[config.mk]
export PLATFORM = sky130hd
export DESIGN_NAME = executeStage
export DESIGN_NICKNAME = d
export VERILOG_FILES = /design/src/common/mipsPkg.sv /design/src/control/aluControl.sv /design/src/verilog/executeStage.sv
export VERILOG_INCLUDE_DIRS = /design/src /design/src/common
export SDC_FILE = /design/constraint.sdc
export NUM_CORES = 1
export LEC_CHECK = 0
export BUFFER_PORTS_ARGS = -buffer_cell sky130_fd_sc_hd__buf_2
export CAP_MARGIN = 0
export CORE_AREA = 5 5 134 187
export DETAILED_ROUTE_END_ITERATION = 6
export DIE_AREA = 0 0 139 192
export PLACE_DENSITY = 0.82
export SYNTH_ARGS = -nofsm -noshare
export SYNTH_HDL_FRONTEND = slang
export SYNTH_SLANG_ARGS = --single-unit
[constraint.sdc]
create_clock -name clk -period 9.4 [get_ports clk]
set_clock_uncertainty 0.15 [all_clocks]
set_input_delay 0.47 -clock clk [delete_from_list [all_inputs] [get_ports clk]]
set_output_delay 0.47 -clock clk [all_outputs]
set_load 0.005 [all_outputs]
[src/common/mips_cfg.svh]
`ifndef MIPS_CFG_SVH
`define MIPS_CFG_SVH

// Datapath and instruction width
`define XLEN 32

// Word counts
`define IMEM_DEPTH 64
`define DMEM_DEPTH 64
`define REG_COUNT 32

`endif

[src/common/mipsPkg.sv]
package mipsPkg;

	////////////////////////////////////////////////////////////////////
	// Instruction fields
	////////////////////////////////////////////////////////////////////

	// Supported primary opcodes
	typedef enum logic [5:0] {
		RTYPE = 6'b000000,
		LW    = 6'b100011,
		SW    = 6'b101011,
		BNE   = 6'b000101,
		J     = 6'b000010,
		ADDI  = 6'b001000
	} opcodeT;

	// R-type funct codes
	typedef enum logic [5:0] {
		FN_ADD = 6'b100000,
		FN_SUB = 6'b100010,
		FN_AND = 6'b100100,
		FN_OR  = 6'b100101,
		FN_SLT = 6'b101010
	} functT;

	////////////////////////////////////////////////////////////////////
	// ALU selection
	////////////////////////////////////////////////////////////////////

	typedef enum logic [1:0] {
		ADD_CLASS   = 2'b00,	// Address calc, addi
		SUB_CLASS   = 2'b01,	// bne compare
		FUNCT_CLASS = 2'b10	// Look at funct
	} aluOpT;

	typedef enum logic [2:0] {ADD, SUB, AND, OR, SLT} aluCtrlT;

endpackage

[src/control/aluControl.sv]
module aluControl (
	input  mipsPkg::aluOpT aluOp,
	input  logic [5:0] funct,
	output mipsPkg::aluCtrlT aluCtrl
);

	mipsPkg::functT fn;

	assign fn = mipsPkg::functT'(funct);

	always_comb begin
		case (aluOp)
			mipsPkg::ADD_CLASS: aluCtrl = mipsPkg::ADD;
			mipsPkg::SUB_CLASS: aluCtrl = mipsPkg::SUB;
			mipsPkg::FUNCT_CLASS: begin
				case (fn)
					mipsPkg::FN_SUB: aluCtrl = mipsPkg::SUB;
					mipsPkg::FN_AND: aluCtrl = mipsPkg::AND;
					mipsPkg::FN_OR:  aluCtrl = mipsPkg::OR;
					mipsPkg::FN_SLT: aluCtrl = mipsPkg::SLT;
					default:         aluCtrl = mipsPkg::ADD;	// add and unknown funct
				endcase
			end
			default: aluCtrl = mipsPkg::ADD;
		endcase
	end

endmodule

[src/verilog/executeStage.sv]
`include "mips_cfg.svh"

module executeStage (
	input  logic clk,
	input  logic rstN,
	input  logic regDstE,
	input  logic aluSrcE,
	input  logic memToRegE,
	input  logic regWriteE,
	input  logic memReadE,
	input  logic memWriteE,
	input  logic branchE,
	input  mipsPkg::aluOpT aluOpE,
	input  logic [`XLEN-1:0] rsDataE,
	input  logic [`XLEN-1:0] rtDataE,
	input  logic [`XLEN-1:0] immE,
	input  logic [4:0] rsE,
	input  logic [4:0] rtE,
	input  logic [4:0] rdE,
	input  logic [5:0] functE,
	input  logic [`XLEN-1:0] pcPlus4E,
	input  logic validE,
	input  logic fwdMemValid,
	input  logic [4:0] fwdMemReg,
	input  logic [`XLEN-1:0] fwdMemData,
	input  logic wbValid,
	input  logic [4:0] wbReg,
	input  logic [`XLEN-1:0] wbData,
	output logic branchTaken,
	output logic [`XLEN-1:0] branchTarget,
	output logic validM,
	output logic regWriteM,
	output logic memToRegM,
	output logic memReadM,
	output logic memWriteM,
	output logic [`XLEN-1:0] aluResultM,
	output logic [`XLEN-1:0] storeDataM,
	output logic [4:0] writeRegM
);

	logic [`XLEN-1:0] opA, opB, aluB, aluResult;
	mipsPkg::aluCtrlT aluCtrl;

	// Memory stage ahead of write-back and r0 never forwarded
	function automatic logic [`XLEN-1:0] fwd(input logic [4:0] idx,
		input logic [`XLEN-1:0] rfData);
		if (idx == 5'd0)
			return rfData;
		if (fwdMemValid && fwdMemReg == idx)
			return fwdMemData;
		if (wbValid && wbReg == idx)
			return wbData;
		return rfData;
	endfunction

	assign opA  = fwd(rsE, rsDataE);
	assign opB  = fwd(rtE, rtDataE);	// Also store data
	assign aluB = aluSrcE ? immE : opB;

	aluControl aluControl_inst (
		.aluOp(aluOpE),
		.funct(functE),
		.aluCtrl(aluCtrl)
	);

	always_comb begin
		case (aluCtrl)
			mipsPkg::SUB: aluResult = opA - aluB;
			mipsPkg::AND: aluResult = opA & aluB;
			mipsPkg::OR:  aluResult = opA | aluB;
			mipsPkg::SLT: aluResult = `XLEN'($signed(opA) < $signed(aluB));
			default:      aluResult = opA + aluB;
		endcase
	end

	// bne taken on nonzero difference
	assign branchTaken  = branchE && aluResult != '0;
	assign branchTarget = pcPlus4E + {immE[`XLEN-3:0], 2'b00};

	always_ff @(posedge clk or negedge rstN) begin
		if (!rstN) begin
			validM    <= 1'b0;
			regWriteM <= 1'b0;
			memToRegM <= 1'b0;
			memReadM  <= 1'b0;
			memWriteM <= 1'b0;
		end else begin
			validM    <= validE;
			regWriteM <= regWriteE;
			memToRegM <= memToRegE;
			memReadM  <= memReadE;
			memWriteM <= memWriteE;
		end
	end

	always_ff @(posedge clk) begin
		aluResultM <= aluResult;
		storeDataM <= opB;
		writeRegM  <= regDstE ? rdE : rtE;
	end

endmodule

After elaboration in Yosys (flattened, before gate mapping). Index checks and enable logic that the tools add are counted.

$add $sub $neg: 3. Magnitude comparators: 1. Eq/ne operators: 14. Mux-type cells: 29. Bitwise operators: 2. Reductions and logical operators: 8.

Operator list (number): $mux W32 (13); $pmux W32 S4 (1); $add A32 B32 Y32 (2); $and A32 B32 Y32 (1); $lt A32 B32 Y1 (1); $or A32 B32 Y32 (1); $reduce_bool A32 Y1 (1); $sub A32 B32 Y32 (1); $eq A6 B6 Y1 const B (4); $eq A5 B5 Y1 (4); $mux W1 (12); $pmux W3 S4 (1); $logic_not A5 Y1 (2); $eq A3 B2 Y1 const B (2); $pmux W3 S2 (1); $logic_and A1 B1 Y1 (5); $mux W5 (1); $eq A3 B1 Y1 const B (1); $eq A3 B3 Y1 const B (1); $eq A2 B1 Y1 const B (1); $eq A2 B2 Y1 const B (1).

Flip-flop bits (word level): 74. Output and inout port bits: 107. Word-level logic and storage cells: 65.

Longest topological paths before layout. Gate-level depths: netlist of the first run.

Depth after elaboration: 14. Depth in mapped cells: 22.

Modules after synthesis. A second synthesis of the first run with hierarchy kept.

Cell total of the unflattened synthesis: 1430. Area, all modules: 10502.6 sq um.

Modules (own cells, without submodules): executeStage (times used 1, cells an instance 1417, area each 10391.2 sq um); aluControl (times used 1, cells an instance 13, area each 111.4 sq um).

Least setup slack after synthesis of the first run. OpenSTA, ideal clock, no wires.

Path type: input -> output. Start point: input fwdMemReg[2]. End point: output branchTaken. Data arrival time: 5551 ps. Required time: 8780 ps. Path slack: 3229 ps. Stages on the path: 20. Cells stage by stage: xor2_1 > nor4_1 > nand3_1 > nand2b_1 > clkbuf_1 > o22a_1 > o22ai_1 > o21ai_0 > ha_1 > o21ba_1 > a2111o_1 > a2111oi_4 > o211ai_2 > o211ai_4 > a41oi_2 > a221oi_2 > o22ai_1 > or3b_1 > or4_1 > o41a_1.

Word-level cells in the longest chain between the ends: 12.

Ends and longest elaborated chain: start, declared (RTL line executeStage.sv:24) `input logic [4:0] fwdMemReg,`; $eq A5 B5 Y1 (RTL line executeStage.sv:49) `if (fwdMemValid && fwdMemReg == idx)`; $logic_and A1 B1 Y1 (RTL line executeStage.sv:49); $mux W32 (RTL line executeStage.sv:49); $mux W32 (RTL line executeStage.sv:51) `if (wbValid && wbReg == idx)`; $mux W32 (RTL line executeStage.sv:53) `return rfData;`; $mux W32 (RTL line executeStage.sv:51); $mux W32 (RTL line executeStage.sv:49); $mux W32 (RTL line executeStage.sv:58) `assign aluB = aluSrcE ? immE : opB;`; $add A32 B32 Y32 (tied with other cells) (RTL line executeStage.sv:72) `default: aluResult = opA + aluB;`; $pmux W32 S4 * (RTL line executeStage.sv:67) `case (aluCtrl)`; net aluResult[21] (RTL line executeStage.sv:41) `` logic [`XLEN-1:0] opA, opB, aluB, aluResult; ``; $reduce_bool A32 Y1 * (RTL line executeStage.sv:77) `assign branchTaken = branchE && aluResult != '0;`; $logic_and A1 B1 Y1 * (RTL line executeStage.sv:77); end, declared (RTL line executeStage.sv:29) `output logic branchTaken,`.

Mark *: on every way through the listed nets, which the timed path passes. The rest lies on a longest branch. The select of a mux whose other input is x is not followed.

Worst setup path after layout of the first run.
Start point: input rtE[1]. End point: output branchTaken.

Word-level cells in the longest chain between the ends: 13.

Ends and longest elaborated chain: start, declared (RTL line executeStage.sv:18) `input logic [4:0] rtE,`; $eq A5 B5 Y1 (RTL line executeStage.sv:51); $logic_and A1 B1 Y1 (RTL line executeStage.sv:51); $mux W1 (2 in series) (RTL line executeStage.sv:51); $mux W1 (RTL line executeStage.sv:49); $mux W32 (RTL line executeStage.sv:53); $mux W32 (RTL line executeStage.sv:51); $mux W32 * (RTL line executeStage.sv:49); $mux W32 * (RTL line executeStage.sv:58); $add A32 B32 Y32 (tied with other cells) (RTL line executeStage.sv:72); $pmux W32 S4 * (RTL line executeStage.sv:67); net aluResult[26] (RTL line executeStage.sv:41); $reduce_bool A32 Y1 * (RTL line executeStage.sv:77); $logic_and A1 B1 Y1 * (RTL line executeStage.sv:77).

Marks and branches as above.

==> results of run 1 <==
## timing repair
item,in CTS,in global routing
endpoints found under the hold margin,5,0
hold buffers,1,0
buffers inserted,0,0
## power by group
group	switching, mW	total [mW]	internal (mW)	leakage (nW)
clock	0.165	0.425	0.261	0.163
combinational	0.543	0.896	0.353	5.25
sequential	0.0144	0.382	0.368	0.640
total	0.722	1.70	0.982	6.05
## state kept, by name, indices dropped and copies added, names as in the netlist
register and count:
storeDataM 32, validM 1, memWriteM 1, aluResultM 32
memToRegM 1, regWriteM 1, memReadM 1, writeRegM 5
## placed cells by master, fill, tap and decap left out, drive strengths merged, types with 11 or more instances in the layout
| cell | instances |
|---|---|
| o21a | 14 |
| nor2 | 87 |
| nand4 | 11 |
| nand3 | 19 |
| xor2 | 25 |
| o22ai | 51 |
| dfxtp | 69 |
| o211ai | 16 |
| xnor2 | 25 |
| o22a | 94 |
| nor3 | 24 |
| nand2b | 18 |
| a211oi | 18 |
| a21oi | 87 |
| ha | 130 |
| a221oi | 14 |
| a21o | 42 |
| nor4 | 14 |
| nand2 | 110 |
| o221a | 13 |
| inv | 153 |
| buf | 353 |
| o21ai | 90 |
| o21bai | 19 |
## path summary, 6_finish.rpt
check / start / to / cells past startpoint
max: rtE[1] / branchTaken / 20
min: regWriteE / regWriteM / 1
max in group asynchronous: rstN / validM / 2
min in group asynchronous: rstN / memWriteM / 2
## final cells by class
| cell class | instances | share of cell area [%] |
|---|---|---|
| antenna | 4 | 0.08043 |
| clock buffer | 10 | 1.840 |
| clock inverter | 6 | 0.9249 |
| inverter | 153 | 4.614 |
| multi-input combinational | 1075 | 62.80 |
| sequential | 74 | 12.10 |
| tap | 306 | 3.076 |
| timing repair buffer | 354 | 14.56 |
## kinds of logic after synthesis
kind of cell             count (synthesis)
multiplexers                            10
AND/OR/NAND/NOR                        335
AO/OA/AOI/OAI                          547
flip-flops                              74
adder cells (fa/ha/maj)                133
buffers and inverters                  234
XOR/XNOR                                50
## through the flow
stage	power (mW)	hold slack, ns
6_report	1.704	0.04643
5_1_grt	1.799	0.04186
4_1_cts	1.689	0.04107
3_5_place_dp	1.263	0.1446
3_3_place_gp	1.259	0.1404
2_1_floorplan	0.9317	0.02441
## metal layers
layer	routed length (um)	share of wire, %	track usage (%)
met5	0	0	0
met4	4199	8.9	26.62
met1	16460	35	35.39
met2	22810	48	59.50
met3	3809	8.1	7.572
==> key figures, run 1 <==
Outcome
  • Status: complete, but fails checks
  • Failing checks: DRC

Timing
  • Setup tns final: 0 ns
  • Max_slew headroom: 32.15%
  • Fmax: 128.7 MHz
  • Slew @ Worst Pin: 0.9921 ns
  • Slew Viols, Final: 0
  • Final hold viol count: 0
  • Worst Slack Setup Final: 1.632 ns
  • Final setup violating endpoints: 0
  • Period utilisation layout: 82.64%
  • RSZ-0062 raised after global routing: no
  • Tmin final: 7.768 ns

Finish
  • Fraction of layout cells with a size suffix above 1: 24.46%
  • Multi-input gate area: 7816 sq um
  • Final Net Count: 2037
  • Layout Cells excl Fill: 1982
  • Layout area overhead: 21.80%
  • Post-Layout Inst Area: 12450 sq um
  • Sequential cell area: 1506 sq um
  • Fill cells: 2349
  • Util after Layout: 53.83%

Logic synthesis
  • Syn_area_per_cell: 7.389 sq um
  • Synth top area cells: ha_1 (16%), dfxtp_1 (14%), o22a_1 (8.1%), inv_1 (5.5%), a21oi_1 (4.3%)
  • Synth Warn #: 0
  • Mux cell area share after synthesis: 1.041%
  • Adder-cell area share of the yosys netlist: 16.51%
  • Largest family of logic cells by synthesized area: compound AO/OA/AOI/OAI gates
  • Asr flop ratio synth: 6.757%
  • Cell taking the most area after synthesis: ha_1
  • Commonest cells post-synth: inv_1 (151), ha_1 (130), nand2_1 (110)
  • Number of synthesized register bits: 74
  • Synth top area share: 15.92%
  • Post-Syn Area: 10220 sq um
  • Post-synthesis compound-gate area fraction: 38.91%
  • Post-Synth Simple-Gate Area: 15.51%
  • Top_reg_cell synth: dfxtp_1
  • Number of synthesized flops with an enable pin: 0
  • Most frequent cell after synthesis: inv_1
  • Sequential area share after synthesis: 14.74%
  • Net Count, Synth: 1753
  • Post-Synth XOR/XNOR Area: 4.286%
  • Cells after synthesis: 1383
  • Post-synth cell types: 87

Pwr
  • Static Leak: 6.054 nW
  • VDD IR max: 0.09394 mV
  • Pwr/cell area: 136.9 nW/um^2

Critical path
  • Slowest cell on crit path: a221oi_1
  • Startpoint types: input pin
  • Setup CP Type: in2out
  • Endpoint type of the worst setup path: output pin
  • Worst Path Buf+Inv: 5
  • CP top delay family: compound AO/OA/AOI/OAI gates
  • Req. time, crit path: 8.78 ns
  • CP max FO: 18
  • Critical Path AT: 7.15 ns
  • Worst path max stage delay: 0.80 ns
  • Worst path cell trace: buf_2, or4_1, nor2_2, a21oi_2, buf_4, o22ai_1, o21ai_0, ha_1, inv_1, a21oi_1, inv_1, a221oi_1, nand4_1, a311oi_1, o22ai_1, a211oi_1, nand4_1, or4_1, o41a_1, buf_2

Floorplanning
  • CORE AREA: 23120 sq um
  • Initial Utilization: 44.19%
  • Die ar.: 26690 sq um
  • Height of the chip: 192 um
  • I/O pin count: 344
  • Die X: 139 um
  • Row count: 66

GRT
  • Initial antenna violation count: 5
  • First-pass GRT wire length: 71260 um
  • Tot GR Track Use: 34.09%
  • Vias in the first global route: 12500
  • Largest net degree at the start of global routing: 65
  • Total grt overflow: 0

Routing
  • Routed WL per cell: 23.85 um
  • Final Routed Wirelength: 47270 um
  • DRC: 2
  • Final antenna-violating net count: 0
  • Drt initial violations: 1110
  • DRT Pass-1 Iters: 7
  • Vias/cell: 6.271
  • DR vias: 12430

Clock tree
  • H-tree depth: 3
  • CTS Buf Count: 9
  • Clock Tree Root: clkbuf_16
  • CTS Buffer Depth: 2
  • CTS tree: yes
  • Clock-pin slew on the worst setup and hold paths: 0.07 ns
  • # resized after CTS: 0
  • Clk sinks: 74

Place
  • Buffers on Ports: 339
  • GPL Wtd Cong: 1.001
  • Dpl ws: 1.899 ns
  • Cells after DPL: 1961
  • DP HPWL: 38720 um
  • Placed cell area: 12080 sq um

Flow run
  • Max Cap Viol: 0

Hold path
  • Worst hold path class: in2reg
Power figures use the tool's default switching activity.
==> inputs of run 2 (changes only) <==
--- a/config.mk
+++ b/config.mk
@@ -11,7 +11,7 @@
 export CORE_AREA = 5 5 134 187
 export DETAILED_ROUTE_END_ITERATION = 6
 export DIE_AREA = 0 0 139 192
-export PLACE_DENSITY = 0.82
+export PLACE_DENSITY = 0.84
 export SYNTH_ARGS = -nofsm -noshare
 export SYNTH_HDL_FRONTEND = slang
 export SYNTH_SLANG_ARGS = --single-unit
==> constraint.sdc (replaced) <==
create_clock -name clk -period 6.8 [get_ports clk]
set_clock_uncertainty 0.15 [all_clocks]
set_input_delay 0.34 -clock clk [delete_from_list [all_inputs] [get_ports clk]]
set_output_delay 0.34 -clock clk [all_outputs]
set_load 0.005 [all_outputs]
==> run 2 against run 1 <==
Effect of this change:
- the flow now finishes without violations
- clock-buffer cell count down 1
- via count up 2.4%
- sequential share of layout area down 0.56 points
- final cell count up 3.0%
- final area up 4.9%
- wire length up 5.1%
- first-iteration DRC count down 17%
- combinational power up 50%
- clock power up 36%
- sequential cell count unchanged
- setup slack worse by 1.4 ns
==> key figures, run 2 (synthesized netlist as in run 1, its figures left out) <==
GRT
  • Total grt overflow: 0 (unchanged)
  • Tot GR Track Use: 35.91% (+1.8 points)
  • First-pass GRT wire length: 74100 um (+4.0%)
  • Largest net degree at the start of global routing: 46 (-29%)
  • Vias in the first global route: 13120 (+5.0%)
  • Initial antenna violation count: 6 (+1)

Clock tree
  • CTS Buf Count: 9 (unchanged)
  • CTS Buffer Depth: 2 (unchanged)
  • Clk sinks: 74 (unchanged)
  • Clock Tree Root: clkbuf_16
  • H-tree depth: 3 (unchanged)
  • CTS tree: yes
  • Clock-pin slew on the worst setup and hold paths: 0.06 ns (about the same)

Floorplanning
  • Initial Utilization: 44.19% (unchanged)
  • I/O pin count: 344 (unchanged)
  • Row count: 66 (unchanged)
  • Height of the chip: 192 um (unchanged)
  • CORE AREA: 23120 sq um (unchanged)
  • Die ar.: 26690 sq um (unchanged)
  • Die X: 139 um (unchanged)

Routing
  • DRT Pass-1 Iters: 5 (-2)
  • Final Routed Wirelength: 49670 um (+5.1%)
  • Final antenna-violating net count: 0 (unchanged)
  • DRC: 0 (-2)
  • Vias/cell: 6.238 (-0.53%)
  • DR vias: 12730 (+2.4%)
  • Drt initial violations: 920 (-17%)
  • Routed WL per cell: 24.34 um (+2.0%)

Finish
  • Most frequent cells in the layout: buf_2 (339), inv_1 (151), ha_1 (125)
  • Final Net Count: 2095 (+2.8%)
  • Post-Layout Inst Area: 13050 sq um (+4.9%)
  • Sequential cell area: 1506 sq um (unchanged)
  • Fill cells: 2282 (-2.9%)
  • Commonest non-fill, non-tap cell in the layout: buf_2
  • Fraction of layout cells with a size suffix above 1: 28.21% (+3.7 points)
  • Biggest regs: aluResultM: 32 flops, storeDataM: 32 flops, writeRegM: 5 flops
  • Layout Cells excl Fill: 2041 (+3.0%)
  • Layout area overhead: 27.71%
  • Multi-input gate area: 7964 sq um (+1.9%)

Critical path
  • Endpoint type of the worst setup path: output pin
  • CP top delay family: compound AO/OA/AOI/OAI gates
  • Worst path cell trace: buf_2, xor2_1, nor4_1, nand3_1, nand2b_4, buf_4, o22a_1, o22ai_1, o21ai_0, buf_4, ha_1, nor4_2, buf_4, nand2_1, nor2_1, o21ai_2, a31o_2, o31a_1, a2111o_1, a21oi_1, nand4_1, or4_1, o41a_1, buf_2
  • Worst Path Buf+Inv: 5 (unchanged)
  • Startpoint types: input pin
  • Req. time, crit path: 6.31 ns (-2.47 ns)
  • Most common cell on crit path: buf_4
  • Slowest cell on crit path: or4_1
  • Worst path max stage delay: 0.56 ns (-0.24 ns)
  • Setup CP Type: in2out
  • Critical Path AT: 6.13 ns (-1.02 ns)
  • CP max FO: 13 (-5)

Timing
  • Fmax: 151.2 MHz
  • Max_slew headroom: 28.64% (-3.5 points)
  • Final setup violating endpoints: 0 (unchanged)
  • Setup tns final: 0 ns (unchanged)
  • Tmin final: 6.616 ns
  • Final hold viol count: 0 (unchanged)
  • Slew Viols, Final: 0 (unchanged)
  • Slew @ Worst Pin: 1.043 ns (+0.05129 ns)
  • Worst Slack Setup Final: 0.1842 ns (-1.448 ns)
  • Period utilisation layout: 97.29%

Hold path
  • Worst hold path class: in2reg

Flow run
  • Max Cap Viol: 0 (unchanged)

Place
  • Dpl ws: -0.2167 ns (-2.115 ns)
  • Placed cell area: 12470 sq um (+3.3%)
  • DP HPWL: 41490 um (+7.2%)
  • GPL Wtd Cong: 1.019 (+1.8%)
  • Buffers on Ports: 339 (unchanged)
  • Cells after DPL: 2013 (+2.7%)

Pwr
  • Pwr/cell area: 187.5 nW/um^2 (+37%)
  • Static Leak: 6.367 nW (+5.2%)
  • VDD IR max: 0.1410 mV (+50%)

Outcome
  • Status: complete, no violations
[run 2: per-stage QoR]
step	power (mW)	hold WS, ns	util (%)
5_1_grt	2.581	0.05570	56.44
4_1_cts	2.411	0.04072	55.88
6_report	2.446	0.05104	56.44
3_5_place_dp	1.816	0.01081	53.95
2_1_floorplan	1.288	-0.1056	-
3_3_place_gp	1.809	0.006751	53.95
[run 2: worst paths after layout]
check                         start           end  depth (start not counted)  slack [ns]
max in group asynchronous      rstN      memReadM                          2        6.20
worst max-delay path       wbReg[2]   branchTaken                         24        0.18
worst min-delay path         rdE[2]  writeRegM[2]                          2        0.05
min in group asynchronous      rstN     regWriteM                          2        0.17
[run 2: cell type report]
class	count	area share [%]
multi-input cells	1075	61.03
repair buffers	412	17.37
flip-flops and latches	74	11.54
inverters	153	4.401
well taps	306	2.934
clock buffers	9	1.726
clock inverters	7	0.9012
diodes	5	0.09588
[run 2: layer usage]
metal,track usage [%],vias up,wire [um]
li1,-,5766,-
met5,0,-,13
met4,32.15,2,5181
met3,6.924,261,3686
met2,63.67,785,23990
met1,35.45,5918,16800
[run 2: timing repair]
item / CTS / global route
hold buffers: 6 / 0
endpoints found under the hold margin: 10 / 0
buffers inserted: 0 / 1
resized for setup: 8 / 27
pin swaps: 0 / 4
setup endpoints to repair: 1 / 1
[run 2: power breakdown]
part	internal (mW)	switching, mW
Combinational	0.544	0.795
Clock	0.359	0.221
Sequential	0.509	0.0187
Total	1.41	1.03
==> inputs of run 3 (changes only) <==
--- a/config.mk
+++ b/config.mk
@@ -6,12 +6,12 @@
 export SDC_FILE = /design/constraint.sdc
 export NUM_CORES = 1
 export LEC_CHECK = 0
-export BUFFER_PORTS_ARGS = -buffer_cell sky130_fd_sc_hd__buf_2
 export CAP_MARGIN = 0
 export CORE_AREA = 5 5 134 187
 export DETAILED_ROUTE_END_ITERATION = 6
 export DIE_AREA = 0 0 139 192
-export PLACE_DENSITY = 0.84
+export DONT_BUFFER_PORTS = 1
+export PLACE_DENSITY = 0.71
 export SYNTH_ARGS = -nofsm -noshare
 export SYNTH_HDL_FRONTEND = slang
 export SYNTH_SLANG_ARGS = --single-unit
==> run 3 against run 2 <==
Effect of this change:
- the flow now finishes with violations (DRC)
- final cell count fell by 15%
- critical path depth fell by 2
- wire length fell by 4.4%
- hold slack got worse by 0.028 ns
- total power fell by 10%
- final area fell by 12%
- setup slack improved by 0.16 ns
==> key figures, run 3 (synthesized netlist as in run 1, its figures left out) <==
Clock tree
  • CTS Buf Count: 9 (unchanged)
  • CTS tree: yes
  • H-tree depth: 3 (unchanged)
  • CTS Buffer Depth: 2 (unchanged)
  • Clock-pin slew on the worst setup and hold paths: 0.07 ns (about the same)
  • Clk sinks: 74 (unchanged)
  • Setup Fix Bufs, Post-CTS: 0 (unchanged)
  • Clock Tree Root: clkbuf_16

Timing
  • RSZ-0062 raised after global routing: no
  • Slew @ Worst Pin: 1.215 ns (+0.1721 ns)
  • Max_slew headroom: 16.87% (-12 points)
  • Final hold viol count: 0 (unchanged)
  • Tmin final: 6.460 ns (-0.1558 ns)
  • Fmax: 154.8 MHz (+2.4%)
  • Setup tns final: 0 ns (unchanged)
  • Slew Viols, Final: 0 (unchanged)
  • Period utilisation layout: 95.00% (-2.3 points)
  • Final setup violating endpoints: 0 (unchanged)

Critical path
  • CP max FO: 33 (+20)
  • Setup CP Type: in2out
  • Worst path cell trace: xor2_1, nor4_1, nand3_1, buf_4, a21oi_2, buf_4, buf_12, o22ai_1, o21ai_0, ha_1, fa_1, a21o_1, a221o_1, o311ai_4, nand2_1, a221oi_1, o22ai_1, nor3_1, and4_1, nand4_1, or4_1, o41a_1
  • Critical Path AT: 5.97 ns (-0.16 ns)
  • CP top delay family: compound AO/OA/AOI/OAI gates
  • Worst Path Buf+Inv: 3 (-2)
  • Worst path max stage delay: 0.53 ns (-0.03 ns)
  • Startpoint types: input pin
  • Req. time, crit path: 6.31 ns (about the same)
  • Slowest cell on crit path: or4_1
  • Endpoint type of the worst setup path: output pin

GRT
  • Total grt overflow: 0 (unchanged)
  • Vias in the first global route: 11290 (-14%)
  • Tot GR Track Use: 34.22% (-1.7 points)
  • First-pass GRT wire length: 69610 um (-6.1%)
  • Largest net degree at the start of global routing: 65 (+41%)
  • Initial antenna violation count: 1 (-5)

Finish
  • Post-Layout Inst Area: 11520 sq um (-12%)
  • Most frequent cells in the layout: inv_1 (151), ha_1 (130), nand2_1 (110)
  • Biggest regs: aluResultM: 32 flops, storeDataM: 32 flops, writeRegM: 5 flops
  • Final Net Count: 1786 (-15%)
  • Fraction of layout cells with a size suffix above 1: 8.374% (-20 points)
  • Layout area overhead: 12.72%
  • Commonest non-fill, non-tap cell in the layout: inv_1
  • # diodes: 0 (-5)

Pwr
  • Pwr/cell area: 191.1 nW/um^2 (+1.9%)
  • Static Leak: 5.136 nW (-19%)
  • VDD IR max: 0.1335 mV (-5.3%)

Place
  • Buffers on Ports: 0 (-100%)
  • Placed cell area: 10780 sq um (-14%)
  • DP HPWL: 39150 um (-5.6%)
  • GPL Wtd Cong: 1.048 (+2.8%)

Routing
  • Final Routed Wirelength: 47470 um (-4.4%)
  • Drt initial violations: 1079 (+17%)
  • DR vias: 11390 (-11%)
  • DRT Pass-1 Iters: 7 (+2)
  • Final antenna-violating net count: 0 (unchanged)
  • DRC: 3 (+3)
  • Vias/cell: 6.594 (+5.7%)
  • Routed WL per cell: 27.49 um (+13%)

Floorplanning
  • I/O pin count: 344 (unchanged)
  • Initial Utilization: 44.19% (unchanged)
  • Row count: 66 (unchanged)
  • Die ar.: 26690 sq um (unchanged)
  • Height of the chip: 192 um (unchanged)
  • Die X: 139 um (unchanged)
  • CORE AREA: 23120 sq um (unchanged)

Outcome
  • Status: complete, but fails checks
  • Failing checks: DRC

Flow run
  • Max Cap Viol: 0 (unchanged)

Hold path
  • Worst hold path class: in2reg
## run 3: worst paths after layout
| path | from | endpoint | slack (ns) | depth (start not counted) |
|---|---|---|---|---|
| max | rtE[3] | branchTaken | 0.34 | 22 |
| min in group asynchronous | rstN | regWriteM | 0.13 | 1 |
| max in group asynchronous | rstN | memWriteM | 6.16 | 1 |
| min | rtDataE[16] | storeDataM[16] | 0.02 | 2 |
## run 3: layer usage
layer	wire length, um	part of all wire, %	vias up	GRT usage [%]
met5	19	0.040	-	0
met4	3819	8.0	2	23.83
met3	3897	8.2	182	8.244
met2	23830	50	666	62.38
met1	15910	34	5384	34.15
li1	-	-	5153	-
## run 3: layout make-up
cell class | instances | area [sq um]
Tap cell | 306 | 382.9
Clock inverter | 7 | 92.59
Inverter | 153 | 574.3
Fill cell | 2331 | 11600
Clock buffer | 9 | 225.2
Timing Repair Buffer | 103 | 913.4
Sequential cell | 74 | 1506
Multi-Input combinational cell | 1075 | 7824
## run 3: power breakdown
group	switching [mW]	internal [mW]	total (mW)
clock	0.217	0.322	0.538
sequential	0.0433	0.510	0.554
combinational	0.678	0.431	1.11
total	0.938	1.26	2.20
## run 3: timing repair
action	in CTS	in global routing
setup endpoints to repair	0	1
resized for setup	0	1
endpoints found under the hold margin	40	0
hold buffers	41	0
## run 3: metrics by stage
step | util [%] | setup slack [ns] | hold WS (ns) | power [mW] | cells
6_report | 49.82 | 0.3399 | 0.02320 | 2.201 | 1727
4_1_cts | 49.78 | 0.3087 | 0.004384 | 2.193 | 1727
5_1_grt | 49.82 | 0.06948 | 0.02990 | 2.321 | 1727
3_3_place_gp | 46.63 | 0.3259 | -0.1055 | 1.621 | 1670
2_1_floorplan | - | 0.8888 | -0.1056 | 1.288 | 1383
3_5_place_dp | 46.63 | 0.3298 | -0.1054 | 1.628 | 1670
